$ cat config.mk
export PLATFORM = sky130hd
export DESIGN_NAME = f8_core
export DESIGN_NICKNAME = d
export VERILOG_FILES = /design/src/hdl/f8_pkg.sv /design/src/hdl/f8_core.sv /design/src/hdl/f8_execute.sv /design/src/hdl/f8_fetch.sv /design/src/hdl/f8_regfile.sv /design/src/hdl/f8_alu.sv
export SDC_FILE = /design/constraint.sdc
export NUM_CORES = 1
export LEC_CHECK = 0
export ABC_AREA = 1
export BUFFER_PORTS_ARGS = -buffer_cell sky130_fd_sc_hd__buf_4
export CAP_MARGIN = 20
export CORE_ASPECT_RATIO = 0.5
export CORE_MARGIN = 2
export CORE_UTILIZATION = 62
export DETAILED_ROUTE_END_ITERATION = 10
export PLACE_DENSITY = 0.86
export SKIP_LAST_GASP = 1
export SLEW_MARGIN = 30
export SYNTH_ARGS = -nofsm -noshare
export SYNTH_HDL_FRONTEND = slang
export SYNTH_SLANG_ARGS = --single-unit
$ cat constraint.sdc
create_clock -name clk -period 8.25 [get_ports clk]
set_clock_uncertainty 0.15 [all_clocks]
set_input_delay 0.825 -clock clk [delete_from_list [all_inputs] [get_ports clk]]
set_output_delay 0.825 -clock clk [all_outputs]
set_load 0.05 [all_outputs]
$ cat src/hdl/f8_pkg.sv
package f8_pkg;

	localparam int INST_W = 24;
	localparam int ADDR_W = 16;

	// bit positions in the flags byte
	localparam int FLAG_C = 1;
	localparam int FLAG_Z = 3;
	localparam int FLAG_ACC_LO = 6;

	typedef enum logic [7:0] {
		OP_NOP         = 8'h00,
		OP_TRAP        = 8'h01,
		OP_ALTACC1     = 8'h02,
		OP_ALTACC2     = 8'h03,
		OP_ALTACC3     = 8'h04,
		OP_ADD_XL_IMMD = 8'h10,
		OP_SUB_XL_IMMD = 8'h11,
		OP_AND_XL_IMMD = 8'h12,
		OP_OR_XL_IMMD  = 8'h13,
		OP_XOR_XL_IMMD = 8'h14,
		OP_INC_XL      = 8'h15,
		OP_DEC_XL      = 8'h16,
		OP_LD_XL_IMMD  = 8'h17,
		OP_ADD_XL_DIR  = 8'h18,
		OP_SUB_XL_DIR  = 8'h19,
		OP_AND_XL_DIR  = 8'h1a,
		OP_OR_XL_DIR   = 8'h1b,
		OP_XOR_XL_DIR  = 8'h1c,
		OP_LD_DIR_XL   = 8'h20,
		OP_LDW_DIR_Y   = 8'h21,
		OP_LDW_Y_IMMD  = 8'h22,
		OP_JP_IMMD     = 8'h30,
		OP_JR_D        = 8'h31,
		OP_JRZ_D       = 8'h32,
		OP_JRNZ_D      = 8'h33,
		OP_JRC_D       = 8'h34,
		OP_JRNC_D      = 8'h35
	} opcode_t;

	typedef enum logic [2:0] {
		ALU_ADD  = 3'd0,
		ALU_SUB  = 3'd1,
		ALU_AND  = 3'd2,
		ALU_OR   = 3'd3,
		ALU_XOR  = 3'd4,
		ALU_INC  = 3'd5,
		ALU_DEC  = 3'd6,
		ALU_PASS = 3'd7
	} alu_op_t;

	typedef enum logic [1:0] {
		ACCSEL_XL_Y = 2'b00,
		ACCSEL_XH_Y = 2'b01,
		ACCSEL_YL_Z = 2'b10,
		ACCSEL_ZL_X = 2'b11
	} accsel_t;

	// opcodes that read a byte from a direct address
	function automatic logic op_is_dir(opcode_t op);
		case (op)
			OP_ADD_XL_DIR, OP_SUB_XL_DIR, OP_AND_XL_DIR, OP_OR_XL_DIR, OP_XOR_XL_DIR:
				return 1'b1;
			default:
				return 1'b0;
		endcase
	endfunction

	function automatic logic [1:0] inst_len(opcode_t op);
		case (op)
			OP_ADD_XL_DIR, OP_SUB_XL_DIR, OP_AND_XL_DIR, OP_OR_XL_DIR, OP_XOR_XL_DIR,
			OP_LD_DIR_XL, OP_LDW_DIR_Y, OP_LDW_Y_IMMD, OP_JP_IMMD:
				return 2'd3;
			OP_ADD_XL_IMMD, OP_SUB_XL_IMMD, OP_AND_XL_IMMD, OP_OR_XL_IMMD, OP_XOR_XL_IMMD,
			OP_LD_XL_IMMD, OP_JR_D, OP_JRZ_D, OP_JRNZ_D, OP_JRC_D, OP_JRNC_D:
				return 2'd2;
			default:
				return 2'd1;
		endcase
	endfunction

endpackage
$ cat src/hdl/f8_core.sv
`timescale 1ns/1ps

module f8_core import f8_pkg::*; #(
	parameter logic [ADDR_W-1:0] RESET_VECTOR = 16'h4000
) (
	input logic clk,
	input logic reset,
	output logic [ADDR_W-1:0] iread_addr,
	input logic [INST_W-1:0] iread_data,
	input logic iread_valid,
	output logic [ADDR_W-1:0] dread_addr,
	input logic [15:0] dread_data,
	output logic [ADDR_W-1:0] dwrite_addr,
	output logic [15:0] dwrite_data,
	output logic [1:0] dwrite_en,
	output logic trap
);

	logic [INST_W-1:0] inst;
	logic [7:0] next_flags;
	logic [15:0] x;
	logic [15:0] y;
	logic [15:0] z;
	logic [1:0] wr_sel;
	logic [1:0] wr_en;
	logic [15:0] wr_data;

	f8_fetch #(
		.RESET_VECTOR(RESET_VECTOR)
	) fetch_i (
		.clk(clk),
		.reset(reset),
		.iread_addr(iread_addr),
		.iread_data(iread_data),
		.iread_valid(iread_valid),
		.dread_addr(dread_addr),
		.next_flags(next_flags),
		.inst(inst)
	);

	f8_execute execute_i (
		.clk(clk),
		.reset(reset),
		.inst(inst),
		.x(x),
		.y(y),
		.z(z),
		.dread_data(dread_data),
		.next_flags(next_flags),
		.wr_sel(wr_sel),
		.wr_en(wr_en),
		.wr_data(wr_data),
		.dwrite_addr(dwrite_addr),
		.dwrite_data(dwrite_data),
		.dwrite_en(dwrite_en),
		.trap(trap)
	);

	f8_regfile regfile_i (
		.clk(clk),
		.wr_sel(wr_sel),
		.wr_en(wr_en),
		.wr_data(wr_data),
		.x(x),
		.y(y),
		.z(z)
	);

endmodule

$ cat src/hdl/f8_execute.sv
`timescale 1ns/1ps

module f8_execute import f8_pkg::*; (
	input logic clk,
	input logic reset,
	input logic [INST_W-1:0] inst,
	input logic [15:0] x,
	input logic [15:0] y,
	input logic [15:0] z,
	input logic [15:0] dread_data,
	output logic [7:0] next_flags,
	output logic [1:0] wr_sel,
	output logic [1:0] wr_en,
	output logic [15:0] wr_data,
	output logic [ADDR_W-1:0] dwrite_addr,
	output logic [15:0] dwrite_data,
	output logic [1:0] dwrite_en,
	output logic trap
);

	logic [7:0] flags;
	opcode_t opcode;
	accsel_t accsel;
	logic [7:0] imm8;
	logic [15:0] imm16;
	logic [7:0] acc;
	logic [1:0] acc_reg;
	logic acc_hi;
	logic [15:0] word;
	logic [1:0] word_reg;
	alu_op_t alu_op;
	logic acc_write;
	logic [7:0] alu_b;
	logic [7:0] alu_result;
	logic alu_c;
	logic alu_z;

	assign opcode = opcode_t'(inst[7:0]);
	assign imm8 = inst[15:8];
	assign imm16 = inst[23:8];
	assign accsel = accsel_t'(flags[FLAG_ACC_LO +: 2]);

	// accumulator byte and word register after any prefix
	always_comb
	begin
		acc_hi = 1'b0;
		case (accsel)
			ACCSEL_XH_Y:
			begin
				acc = x[15:8];
				acc_reg = 2'd0;
				acc_hi = 1'b1;
				word = y;
				word_reg = 2'd1;
			end
			ACCSEL_YL_Z:
			begin
				acc = y[7:0];
				acc_reg = 2'd1;
				word = z;
				word_reg = 2'd2;
			end
			ACCSEL_ZL_X:
			begin
				acc = z[7:0];
				acc_reg = 2'd2;
				word = x;
				word_reg = 2'd0;
			end
			default:
			begin
				acc = x[7:0];
				acc_reg = 2'd0;
				word = y;
				word_reg = 2'd1;
			end
		endcase
	end

	always_comb
	begin
		acc_write = 1'b1;
		case (opcode)
			OP_ADD_XL_IMMD, OP_ADD_XL_DIR:
				alu_op = ALU_ADD;
			OP_SUB_XL_IMMD, OP_SUB_XL_DIR:
				alu_op = ALU_SUB;
			OP_AND_XL_IMMD, OP_AND_XL_DIR:
				alu_op = ALU_AND;
			OP_OR_XL_IMMD, OP_OR_XL_DIR:
				alu_op = ALU_OR;
			OP_XOR_XL_IMMD, OP_XOR_XL_DIR:
				alu_op = ALU_XOR;
			OP_INC_XL:
				alu_op = ALU_INC;
			OP_DEC_XL:
				alu_op = ALU_DEC;
			OP_LD_XL_IMMD:
				alu_op = ALU_PASS;
			default:
			begin
				alu_op = ALU_PASS;
				acc_write = 1'b0;
			end
		endcase
	end

	assign alu_b = op_is_dir(opcode) ? dread_data[7:0] : imm8;

	f8_alu alu_i (
		.op(alu_op),
		.a(acc),
		.b(alu_b),
		.result(alu_result),
		.c_out(alu_c),
		.z_out(alu_z)
	);

	always_comb
	begin
		next_flags = flags;
		case (opcode)
			OP_ADD_XL_IMMD, OP_ADD_XL_DIR, OP_SUB_XL_IMMD, OP_SUB_XL_DIR:
			begin
				next_flags[FLAG_Z] = alu_z;
				next_flags[FLAG_C] = alu_c;
			end
			OP_AND_XL_IMMD, OP_AND_XL_DIR, OP_OR_XL_IMMD, OP_OR_XL_DIR,
			OP_XOR_XL_IMMD, OP_XOR_XL_DIR, OP_INC_XL, OP_DEC_XL:
				next_flags[FLAG_Z] = alu_z;
			default:
				;
		endcase
		// a prefix lasts for one instruction, bubbles keep it pending
		case (opcode)
			OP_ALTACC1:
				next_flags[FLAG_ACC_LO +: 2] = ACCSEL_XH_Y;
			OP_ALTACC2:
				next_flags[FLAG_ACC_LO +: 2] = ACCSEL_YL_Z;
			OP_ALTACC3:
				next_flags[FLAG_ACC_LO +: 2] = ACCSEL_ZL_X;
			OP_NOP:
				;
			default:
				next_flags[FLAG_ACC_LO +: 2] = ACCSEL_XL_Y;
		endcase
	end

	always_comb
	begin
		wr_sel = acc_reg;
		wr_en = 2'b00;
		wr_data = {alu_result, alu_result};
		dwrite_en = 2'b00;
		dwrite_data = {8'h00, acc};
		if (acc_write)
			wr_en = acc_hi ? 2'b10 : 2'b01;
		case (opcode)
			OP_LDW_Y_IMMD:
			begin
				wr_sel = word_reg;
				wr_en = 2'b11;
				wr_data = imm16;
			end
			OP_LD_DIR_XL:
				dwrite_en = 2'b01;
			OP_LDW_DIR_Y:
			begin
				dwrite_en = 2'b11;
				dwrite_data = word;
			end
			default:
				;
		endcase
	end

	assign dwrite_addr = imm16;
	assign trap = (opcode == OP_TRAP);

	always_ff @(posedge clk)
	begin
		if (reset)
			flags <= 8'h00;
		else
			flags <= next_flags;
	end

endmodule

$ cat src/hdl/f8_fetch.sv
`timescale 1ns/1ps

module f8_fetch import f8_pkg::*; #(
	parameter logic [ADDR_W-1:0] RESET_VECTOR = 16'h4000
) (
	input logic clk,
	input logic reset,
	output logic [ADDR_W-1:0] iread_addr,
	input logic [INST_W-1:0] iread_data,
	input logic iread_valid,
	output logic [ADDR_W-1:0] dread_addr,
	input logic [7:0] next_flags,
	output logic [INST_W-1:0] inst
);

	// address of the word now on iread_data
	logic [ADDR_W-1:0] pc;
	logic [ADDR_W-1:0] next_pc;
	logic [INST_W-1:0] next_inst;
	opcode_t next_opcode;
	logic taken;

	// invalid word becomes a bubble
	assign next_inst = iread_valid ? iread_data : {16'h0000, OP_NOP};
	assign next_opcode = opcode_t'(next_inst[7:0]);

	// conditions see the flags left by the instruction executing now
	always_comb
	begin
		case (next_opcode)
			OP_JR_D:
				taken = 1'b1;
			OP_JRZ_D:
				taken = next_flags[FLAG_Z];
			OP_JRNZ_D:
				taken = !next_flags[FLAG_Z];
			OP_JRC_D:
				taken = next_flags[FLAG_C];
			OP_JRNC_D:
				taken = !next_flags[FLAG_C];
			default:
				taken = 1'b0;
		endcase
	end

	always_comb
	begin
		if (reset)
			next_pc = RESET_VECTOR;
		else if (!iread_valid)
			next_pc = pc;
		else if (next_opcode == OP_JP_IMMD)
			next_pc = next_inst[23:8];
		else if (taken)
			// offset counts from the jump opcode
			next_pc = pc + {{8{next_inst[15]}}, next_inst[15:8]};
		else
			next_pc = pc + ADDR_W'(inst_len(next_opcode));
	end

	assign iread_addr = next_pc;
	assign dread_addr = op_is_dir(next_opcode) ? next_inst[23:8] : '0;

	always_ff @(posedge clk)
	begin
		if (reset)
		begin
			pc <= RESET_VECTOR;
			inst <= {16'h0000, OP_NOP};
		end
		else
		begin
			pc <= next_pc;
			inst <= next_inst;
		end
	end

endmodule

$ cat src/hdl/f8_regfile.sv
`timescale 1ns/1ps

module f8_regfile (
	input logic clk,
	input logic [1:0] wr_sel,
	input logic [1:0] wr_en,
	input logic [15:0] wr_data,
	output logic [15:0] x,
	output logic [15:0] y,
	output logic [15:0] z
);

	logic [15:0] regs [3];

	assign x = regs[0];
	assign y = regs[1];
	assign z = regs[2];

	// high and low bytes written on their own enables
	always_ff @(posedge clk)
	begin
		for (int i = 0; i < 3; i++)
		begin
			if (wr_sel == 2'(i))
			begin
				if (wr_en[0])
					regs[i][7:0] <= wr_data[7:0];
				if (wr_en[1])
					regs[i][15:8] <= wr_data[15:8];
			end
		end
	end

endmodule

$ cat src/hdl/f8_alu.sv
`timescale 1ns/1ps

module f8_alu import f8_pkg::*; (
	input alu_op_t op,
	input logic [7:0] a,
	input logic [7:0] b,
	output logic [7:0] result,
	output logic c_out,
	output logic z_out
);

	logic [8:0] sum;

	always_comb
	begin
		sum = 9'd0;
		c_out = 1'b0;
		case (op)
			ALU_ADD:
			begin
				sum = {1'b0, a} + {1'b0, b};
				result = sum[7:0];
				c_out = sum[8];
			end
			ALU_SUB:
			begin
				sum = {1'b0, a} - {1'b0, b};
				result = sum[7:0];
				// carry set means no borrow
				c_out = !sum[8];
			end
			ALU_AND:
				result = a & b;
			ALU_OR:
				result = a | b;
			ALU_XOR:
				result = a ^ b;
			ALU_INC:
				result = a + 8'd1;
			ALU_DEC:
				result = a - 8'd1;
			default:
				result = b;
		endcase
	end

	assign z_out = (result == 8'h00);

endmodule

==> results of run 1 <==
per-layer routing:
layer | part of all wire (%) | up-vias
li1 | - | 3460
met1 | 42 | 3315
met2 | 45 | 362
met3 | 9.9 | 54
met4 | 3.1 | 0
met5 | 0 | -
state kept, by name (all words and copies together), names as in the netlist:
register         cells
regfile_i.regs      48
fetch_i.inst        24
execute_i.flags      4
fetch_i.pc          16
worst max path at each step:
stage                                     from        endpoint  slack [ns]
2_1_floorplan       fetch_i.inst[4]$_SDFF_PP0_  iread_addr[15]        1.66
3_3_place_gp   execute_i.flags[7]$_SDFFE_PP0P_  iread_addr[15]        0.93
3_5_place_dp   execute_i.flags[7]$_SDFFE_PP0P_  iread_addr[15]        0.86
4_1_cts        execute_i.flags[7]$_SDFFE_PP0P_  iread_addr[15]        0.47
5_1_grt        execute_i.flags[6]$_SDFFE_PP0P_  iread_addr[15]        0.01
6_report       execute_i.flags[6]$_SDFFE_PP0P_  iread_addr[15]        0.55
repair_timing:
action,in CTS,in global routing
setup endpoints to repair,0,3
gates resized for setup,0,4
setup buffers,0,1
power by group:
group / internal [mW] / switching (mW) / total (mW)
combinational: 0.0894 / 0.197 / 0.287
clock: 0.237 / 0.182 / 0.419
sequential: 0.496 / 0.00943 / 0.506
layout by cell type, fill, tap and decap left out, drive strengths merged, types with 2 or more instances in the layout:
| cell type | n |
|---|---|
| xor2 | 8 |
| o21ai | 66 |
| nor3 | 17 |
| nand4 | 17 |
| o211ai | 8 |
| a21o | 4 |
| nand3b | 2 |
| a221oi | 6 |
| o2111ai | 6 |
| o31ai | 2 |
| o21a | 4 |
| ha | 50 |
| nand2 | 227 |
| clkbuf | 9 |
| o22ai | 5 |
| xnor2 | 5 |
| or2 | 10 |
| a41oi | 2 |
| fa | 4 |
| buf | 106 |
| a211oi | 2 |
| a31oi | 12 |
| nor2 | 118 |
| edfxtp | 48 |
| clkinv | 4 |
| o21bai | 5 |
| dfxtp | 44 |
| nand3 | 71 |
| a21oi | 67 |
| inv | 147 |
cells by family after synthesis:
| logic type | share of synthesized area, % |
|---|---|
| and+or+nand+nor | 28.3 |
| buffers and inverters | 11.7 |
| AOI/OAI and AO/OA | 16.1 |
| DFF | 32.4 |
| adders and majority gates | 9.86 |
| xor gates and xnor gates | 1.59 |
metrics by stage:
step                      area, um2  hold WS, ns
after detailed placement       7840        0.339
after floorplan                7160        0.317
after global routing           8160        0.392
after CTS                      8140        0.354
after global placement         7840        0.334
final                          8160        0.356
final cells by class:
cell class / instances / area, um2 / area share, %
clock buffer: 9 / 225 / 2.76
clock inverter: 7 / 75.1 / 0.920
inverter: 146 / 548 / 6.72
multi-input combinational: 721 / 4010 / 49.2
sequential: 92 / 2320 / 28.5
tap: 145 / 181 / 2.22
timing repair buffer: 106 / 796 / 9.75
worst register-to-register path: cells and delay by family, from the launching register on:
kind / cells / cell delay [ns]
AOI/OAI and AO/OA: 6 / 1.08
xor gates and xnor gates: 1 / 0.20
adders and majority gates: 2 / 0.69
buffers and inverters: 7 / 0.94
DFF: 1 / 0.51
and+or+nand+nor: 18 / 2.74
==> flow_summary.json, run 1 <==
{
  "hold_path_depth": 2,
  "r2r-start": "execute_i.flags[6]$_SDFFE_PP0P_",
  "rows": 27,
  "seq_area_frac_synth_pct": 32.4,
  "cp-start-kind": "flip-flop",
  "clk_transition_reported_paths_ns": 0.07,
  "final_cell_count_no_fill": 1226,
  "fmax_mhz": 130,
  "syn_area_um2": 7160,
  "die-area_um2": 12500,
  "grt_start_max_net_pins": 49,
  "fillers": 874,
  "drt_pre_antenna_iters": 5,
  "first_global_vias": 6626,
  "total_power_mw": 1.21,
  "critical-path-top-delay-family": "simple AND/OR/NAND/NOR gates",
  "cts_htree_levels": 3,
  "placement.io_buffers": 101,
  "grt_pass1_wl_um": 32400,
  "number_of_hold_violations_in_the_final_report": 0,
  "ports_placed_on_the_boundary": 110,
  "cell_count_after_placement": 1209,
  "r2r_cells": 34,
  "dp_hpwl_um": 15200,
  "power.density_cell_area_nw_per_um2": 149,
  "worst_slew_margin_rel_pct": 36.7,
  "place.gp.congestion": 0.972,
  "groute.usage.overall_pct": 33.3,
  "synth_nets": 1103,
  "outcome": "finished, final reports clean",
  "post_route_cells_drive_above_1_share_pct": 16.5,
  "count_of_flip_flops_with_a_built_in_enable_after_synthesis": 48,
  "yosys-top-cells-count": "sky130_fd_sc_hd__nand2_1, sky130_fd_sc_hd__inv_1, sky130_fd_sc_hd__nor2_1, sky130_fd_sc_hd__a21oi_1, sky130_fd_sc_hd__nand3_1",
  "rrSetupSlack_ns": 1.90,
  "max-clock-path-buffers": 2,
  "synthTopCellsByArea": "sky130_fd_sc_hd__edfxtp_1, sky130_fd_sc_hd__dfxtp_1, sky130_fd_sc_hd__nand2_1",
  "tritoncts_clock_tree": "built",
  "finalCriticalPeriod_ns": 7.70,
  "wire_per_inst_um": 16.6,
  "final.setup.tns_ns": 0,
  "leakage_nw": 3.94,
  "min_period_over_period_pct": 93.3,
  "finalSetupViolations": 0,
  "grt_busiest_layer": "met2",
  "hold_path.startpoint": "fetch_i.pc[14]$_SDFF_PP1_",
  "crit_fanout": 10,
  "critical_path_class": "reg2out",
  "ys_warn_count": 0,
  "dpl_worst_slack_ns": 0.860,
  "power.ir.vdd_worst_uv": 129,
  "drc": 0,
  "antenna_cells_inserted": 0,
  "gr-total-overflow": 0,
  "number_of_antenna_violations_at_the_first_check_in_global_routing": 0,
  "final_util_pct": 73.4,
  "category_of_the_worst_setup_path_capture_point": "output pin",
  "worst_hold_class": "reg2reg",
  "groute.layer.met3.usage_pct": 7.11,
  "cp.required_ns": 7.28,
  "starting_utilization_of_the_core_area_pct": 64.4,
  "cp_slowest_cell": "sky130_fd_sc_hd__dfxtp_1",
  "synthArstFlopShare_pct": 0,
  "postSynthAreaPerCell_um2": 7.12,
  "crit_cells": 35,
  "post_cts_hold_buffer_count": 0,
  "core_area_um2": 11100,
  "arrival_ns": 6.72,
  "area.growth.synth_to_final_pct": 14.0,
  "synth-seq-cells": 92,
  "dominantRegCellSynth": "sky130_fd_sc_hd__edfxtp_1",
  "via_density_per_instance": 5.87,
  "drt-total-wl_um": 20400,
  "critical-path-max-stage-delay_ns": 0.51,
  "synth_largest_area_cell": "sky130_fd_sc_hd__edfxtp_1",
  "cts_root_buf": "sky130_fd_sc_hd__clkbuf_16",
  "yosysTopAreaCellShare_pct": 20.1,
  "rsz0062_at_grt": "false",
  "clock_latency_ns": 0.35,
  "dr_total_vias": 7191,
  "worstPathBufferInverterCount": 8,
  "slew_of_the_pin_with_the_lowest_slew_margin_ns": 0.946,
  "cts_buffers": 9,
  "postSynthCellCount": 1006,
  "drtAntennaViolNets": 0,
  "yosys.cell_types.count": 49,
  "whs_endpoint": "fetch_i.pc[14]$_SDFF_PP1_",
  "first_iter_violations": 753,
  "globalRouteMet2Util_pct": 53.8,
  "final_nets": 1173,
  "chipWidth_um": 156,
  "synth.most_common_cell": "sky130_fd_sc_hd__nand2_1",
  "r2r-end": "fetch_i.pc[15]$_SDFF_PP0_",
  "final_max_slew_viol_count": 0,
  "met1_usage_pct": 44.2,
  "cap_viol_max_count": 0,
  "die_height_um": 80.0,
  "setup_slack_ns": 0.552,
  "numClockSinks": 92
}
No activity file was read; power rests on OpenSTA's default activity.
==> inputs of run 2 (changes only) <==
--- a/config.mk
+++ b/config.mk
@@ -10,3 +10,2 @@
 export CAP_MARGIN = 20
-export CORE_ASPECT_RATIO = 0.5
 export CORE_MARGIN = 2
==> constraint.sdc (replaced) <==
create_clock -name clk -period 8.25 [get_ports clk]
set_clock_uncertainty 0.15 [all_clocks]
set_input_delay 1.65 -clock clk [delete_from_list [all_inputs] [get_ports clk]]
set_output_delay 1.65 -clock clk [all_outputs]
set_load 0.05 [all_outputs]
==> flow_summary.json, run 2 (same netlist as run 1, synthesis figures left out) <==
{
  "setup_slack_ns": 0.103,
  "wire_per_inst_um": 16.7,
  "outcome": "finished, final reports clean",
  "tritoncts_clock_tree": "built",
  "power.density_cell_area_nw_per_um2": 141,
  "internal-power_uw": 857,
  "rows": 39,
  "dr_total_vias": 7704,
  "area.growth.synth_to_final_pct": 24.3,
  "crit_fanout": 5,
  "cts_htree_levels": 3,
  "total_power_mw": 1.26,
  "drc": 0,
  "final_nets": 1236,
  "hold_path_depth": 2,
  "critical_path_class": "in2out",
  "grt_pass1_wl_um": 32700,
  "slew_of_the_pin_with_the_lowest_slew_margin_ns": 0.816,
  "first_iter_violations": 917,
  "fmax_mhz": 123,
  "numClockSinks": 92,
  "r2r-end": "fetch_i.pc[14]$_SDFF_PP1_",
  "number_of_antenna_violations_at_the_first_check_in_global_routing": 0,
  "first_global_vias": 7066,
  "via_density_per_instance": 5.99,
  "layout_commonest_cell": "sky130_fd_sc_hd__nand2_1",
  "p_sw_uw": 402,
  "met2_length_um": 10400,
  "finalCriticalPeriod_ns": 8.15,
  "place.gp.congestion": 0.968,
  "dpl_worst_slack_ns": -0.202,
  "switching_power_as_a_share_of_total_power_pct": 31.9,
  "die_height_um": 111,
  "hold_path.startpoint": "execute_i.flags[7]$_SDFFE_PP0P_",
  "number_of_hold_violations_in_the_final_report": 0,
  "met3_length_um": 2190,
  "finalSetupViolations": 0,
  "clock_power_share_pct": 33.1,
  "detailed_route_wire_length_on_metal_1_um": 8200,
  "post_route_cells_drive_above_1_share_pct": 24.7,
  "largest_register": "regfile_i.regs",
  "multi_input_area_um2": 4250,
  "groute.usage.overall_pct": 32.2,
  "worst_slew_margin_rel_pct": 45.4,
  "category_of_the_worst_setup_path_capture_point": "output pin",
  "max-clock-path-buffers": 2,
  "maxUsedRoutingLayer": "met4",
  "final_max_slew_viol_count": 0,
  "arrival_ns": 6.35,
  "cap_viol_max_count": 0,
  "r2r_cells": 29,
  "fillers": 732,
  "gr-total-overflow": 0,
  "cts_root_buf": "sky130_fd_sc_hd__clkbuf_16",
  "placement.io_buffers": 101,
  "chipWidth_um": 111,
  "ports_placed_on_the_boundary": 110,
  "dp_hpwl_um": 15200,
  "cts_buffers": 9,
  "power.ir.vdd_worst_uv": 138,
  "layout_common_cells": "sky130_fd_sc_hd__nand2_1, sky130_fd_sc_hd__buf_4, sky130_fd_sc_hd__inv_1, sky130_fd_sc_hd__nor2_1, sky130_fd_sc_hd__a21oi_1",
  "clock_latency_ns": 0.35,
  "largest_registers": "regfile_i.regs: 48 flops, fetch_i.inst: 24 flops, fetch_i.pc: 16 flops",
  "drt-total-wl_um": 21500,
  "rrSetupSlack_ns": 2.39,
  "core_area_um2": 11300,
  "layout.area.seq_um2": 2320,
  "leakage_nw": 4.27,
  "cp.required_ns": 6.45,
  "critical-path-max-stage-delay_ns": 0.42,
  "die-area_um2": 12400,
  "cp_slowest_cell": "sky130_fd_sc_hd__fa_2",
  "share_seq_of_total_power_pct": 40.2,
  "whs_ns": 0.360,
  "grt_start_max_net_pins": 49,
  "worst_hold_class": "reg2reg",
  "antenna_cells_inserted": 0,
  "drt_pre_antenna_iters": 6,
  "power_frac_comb_pct": 26.7,
  "starting_utilization_of_the_core_area_pct": 63.2,
  "rsz0062_at_grt": "true",
  "final.setup.tns_ns": 0,
  "largest_register_ff_count": 48,
  "cp-start-kind": "input port",
  "clk_transition_reported_paths_ns": 0.06,
  "whs_endpoint": "execute_i.flags[7]$_SDFFE_PP0P_",
  "r2r-start": "fetch_i.inst[6]$_SDFF_PP0_",
  "drtAntennaViolNets": 0,
  "min_period_over_period_pct": 98.8
}
run 2: changes by cell type in the layout (fill, tap and decap cells not counted), sizes merged:
cell    before  now
buf        106  168
clkbuf       9   10
inv        147  146
nand4       17   18
run 2: critical path: cells and delay by family:
family,cells,cell delay (ns)
AND/OR/NAND/NOR,9,1.42
AO/OA/AOI/OAI,8,1.08
adder cells (fa/ha/maj),4,1.21
XOR/XNOR,2,0.28
buffers and inverters,8,0.72
run 2: per-layer routing:
layer / vias up / global-route usage [%]
li1: 3586 / -
met1: 3557 / 41.4
met2: 496 / 54.9
met3: 65 / 4.68
met4: 0 / 12.5
met5: - / 0
run 2: worst max path at each step:
stage | start | endpoint | slack [ns] | cells past startpoint
after floorplan | dread_data[1] | iread_addr[15] | 0.15 | 29
after global placement | dread_data[4] | iread_addr[15] | -0.11 | 33
after CTS | dread_data[4] | iread_addr[10] | 0.02 | 34
after detailed placement | dread_data[4] | iread_addr[15] | -0.20 | 33
final | dread_data[0] | iread_addr[10] | 0.10 | 31
after global routing | dread_data[0] | iread_addr[9] | -0.1 | 31
run 2: stage by stage:
stage                     cell area (um2)  util, %  instances
after detailed placement             8220     72.6       1257
after global routing                 8900     78.6       1287
final                                8900     78.6       1287
after CTS                            8540     75.4       1273
after global placement               8220     72.6       1257
after floorplan                      7160        -       1006
run 2: area by class of cell:
type / instances / share of cell area, %
sequential: 92 / 26.1
tap: 143 / 2.01
inverter: 146 / 6.26
timing repair buffer: 168 / 14.4
clock inverter: 6 / 0.801
multi-input combinational: 722 / 47.8
clock buffer: 10 / 2.57
run 2: repair_timing:
action                                  4_1_cts  5_1_grt
resized for setup                             5       70
endpoints found under the setup margin        6        9
hold buffers                                  0        0
gates cloned                                  0        1
pin swaps                                     1       33
setup buffers                                 0       13
run 2: power groups by stage:
stage | registers, mW | logic [mW] | clock network [mW]
after global routing | 0.507 | 0.363 | 0.434
after detailed placement | 0.515 | 0.298 | 0
after global placement | 0.514 | 0.293 | 0
after CTS | 0.505 | 0.303 | 0.414
final | 0.506 | 0.336 | 0.417
after floorplan | 0.512 | 0.205 | 0
==> inputs of run 3 (changes only) <==
- CTS_BUF_LIST: unset -> sky130_fd_sc_hd__clkbuf_16
==> flow_summary.json, run 3 (same netlist as run 1, synthesis figures left out) <==
{
  "post_dp_cell_area_um2": 8220,
  "starting_utilization_of_the_core_area_pct": 63.2,
  "groute.usage.overall_pct": 32.2,
  "wire_per_inst_um": 16.7,
  "largest_register": "regfile_i.regs",
  "first_global_vias": 7066,
  "multi_input_area_um2": 4250,
  "gr-total-overflow": 0,
  "clk_transition_reported_paths_ns": 0.06,
  "cp.required_ns": 6.45,
  "grt_start_max_net_pins": 49,
  "cts_htree_levels": 3,
  "slew_of_the_pin_with_the_lowest_slew_margin_ns": 0.814,
  "hold_path_depth": 2,
  "category_of_the_worst_setup_path_capture_point": "output pin",
  "cts_root_buf": "sky130_fd_sc_hd__clkbuf_16",
  "dp_hpwl_um": 15200,
  "finalCriticalPeriod_ns": 8.15,
  "finalSetupViolations": 0,
  "rsz0062_at_grt": "true",
  "tritoncts_clock_tree": "built",
  "max-clock-path-buffers": 2,
  "power.density_cell_area_nw_per_um2": 141,
  "power.ir.vdd_worst_uv": 138,
  "ports_placed_on_the_boundary": 110,
  "die-area_um2": 12400,
  "chipWidth_um": 111,
  "final_util_pct": 78.6,
  "number_of_antenna_violations_at_the_first_check_in_global_routing": 0,
  "place.gp.congestion": 0.968,
  "numClockSinks": 92,
  "via_density_per_instance": 5.99,
  "cts_buffers": 9,
  "drt-total-wl_um": 21500,
  "final_max_slew_viol_count": 0,
  "die_height_um": 111,
  "min_period_over_period_pct": 98.8,
  "critical-path-max-stage-delay_ns": 0.42,
  "drc": 0,
  "whs_ns": 0.360,
  "dr_total_vias": 7710,
  "clock_latency_ns": 0.35,
  "cp-start-kind": "input port",
  "rrSetupSlack_ns": 2.39,
  "fmax_mhz": 123,
  "outcome": "finished, final reports clean",
  "antenna_cells_inserted": 0,
  "grt_pass1_wl_um": 32700,
  "leakage_nw": 4.27,
  "area.growth.synth_to_final_pct": 24.3,
  "placement.io_buffers": 101,
  "drt_pre_antenna_iters": 6,
  "drtAntennaViolNets": 0,
  "layout.area.seq_um2": 2320,
  "largest_register_ff_count": 48,
  "crit_fanout": 5,
  "final_nets": 1236,
  "critical_path_class": "in2out",
  "worst_slew_margin_rel_pct": 45.6,
  "final_instance_area_um2": 8900,
  "layout_common_cells": "sky130_fd_sc_hd__nand2_1, sky130_fd_sc_hd__buf_4, sky130_fd_sc_hd__inv_1, sky130_fd_sc_hd__nor2_1, sky130_fd_sc_hd__a21oi_1",
  "post_cts_hold_buffer_count": 0,
  "rows": 39,
  "r2r_cells": 29,
  "arrival_ns": 6.35,
  "first_iter_violations": 917,
  "post_route_cells_drive_above_1_share_pct": 24.7,
  "cap_viol_max_count": 0,
  "cp_slowest_cell": "sky130_fd_sc_hd__fa_2",
  "worst_hold_class": "reg2reg",
  "core_area_um2": 11300,
  "largest_registers": "regfile_i.regs: 48 flops, fetch_i.inst: 24 flops, fetch_i.pc: 16 flops",
  "fillers": 732,
  "layout_commonest_cell": "sky130_fd_sc_hd__nand2_1",
  "number_of_hold_violations_in_the_final_report": 0,
  "total_power_mw": 1.26
}
-- run 3: cell types whose count changed in the layout (fill, tap and decap cells not counted) --
cell / before / now
sky130_fd_sc_hd__clkbuf_1: 1 / 0
sky130_fd_sc_hd__inv_1: 126 / 127
-- run 3: metrics by stage --
step,setup TNS (ns),setup WS (ns),std cells
after floorplan,0,0.146,1006
after global placement,-0.231,-0.108,1257
after detailed placement,-0.604,-0.202,1257
after CTS,0,0.0183,1273
after global routing,-0.352,-0.0954,1287
final,0,0.103,1287
-- run 3: layout make-up --
| type | count | share of cell area [%] |
|---|---|---|
| Inverter | 146 | 6.26 |
| Multi-Input combinational cell | 722 | 47.8 |
| Clock buffer | 9 | 2.53 |
| Sequential cell | 92 | 26.1 |
| Clock inverter | 7 | 0.844 |
| Tap cell | 143 | 2.01 |
| Timing Repair Buffer | 168 | 14.4 |
-- run 3: power by group --
part,internal (mW),switching [mW]
Combinational,0.123,0.214
Clock,0.237,0.179
Sequential,0.496,0.00967
Total,0.856,0.402
-- run 3: what timing repair did --
item	in CTS	in global routing
setup endpoints to repair	6	9
gates cloned	0	1
resized for setup	5	70
pin swaps	1	33
buffers inserted	0	13
-- run 3: path summary, 6_finish.rpt --
path | from | to
worst max-delay path | dread_data[0] | iread_addr[10]
worst min-delay path | execute_i.flags[7]$_SDFFE_PP0P_ | execute_i.flags[7]$_SDFFE_PP0P_
worst max register to register | fetch_i.inst[6]$_SDFF_PP0_ | fetch_i.pc[14]$_SDFF_PP1_
worst min register to register | execute_i.flags[7]$_SDFFE_PP0P_ | execute_i.flags[7]$_SDFFE_PP0P_
-- run 3: critical path, delay by kind of cell --
kind                     cells  cell delay [ns]
buffers and inverters        8             0.72
AO/OA/AOI/OAI                8             1.08
AND/OR/NAND/NOR              9             1.42
XOR/XNOR                     2             0.28
adder cells (fa/ha/maj)      4             1.21
-- run 3: routing by layer --
layer | vias up | part of all wire, % | GRT usage, %
met2 | 499 | 48 | 54.9
met1 | 3552 | 38 | 41.4
met3 | 73 | 10 | 4.68
met4 | 0 | 3.4 | 12.5
met5 | - | 0 | 0
li1 | 3586 | - | -
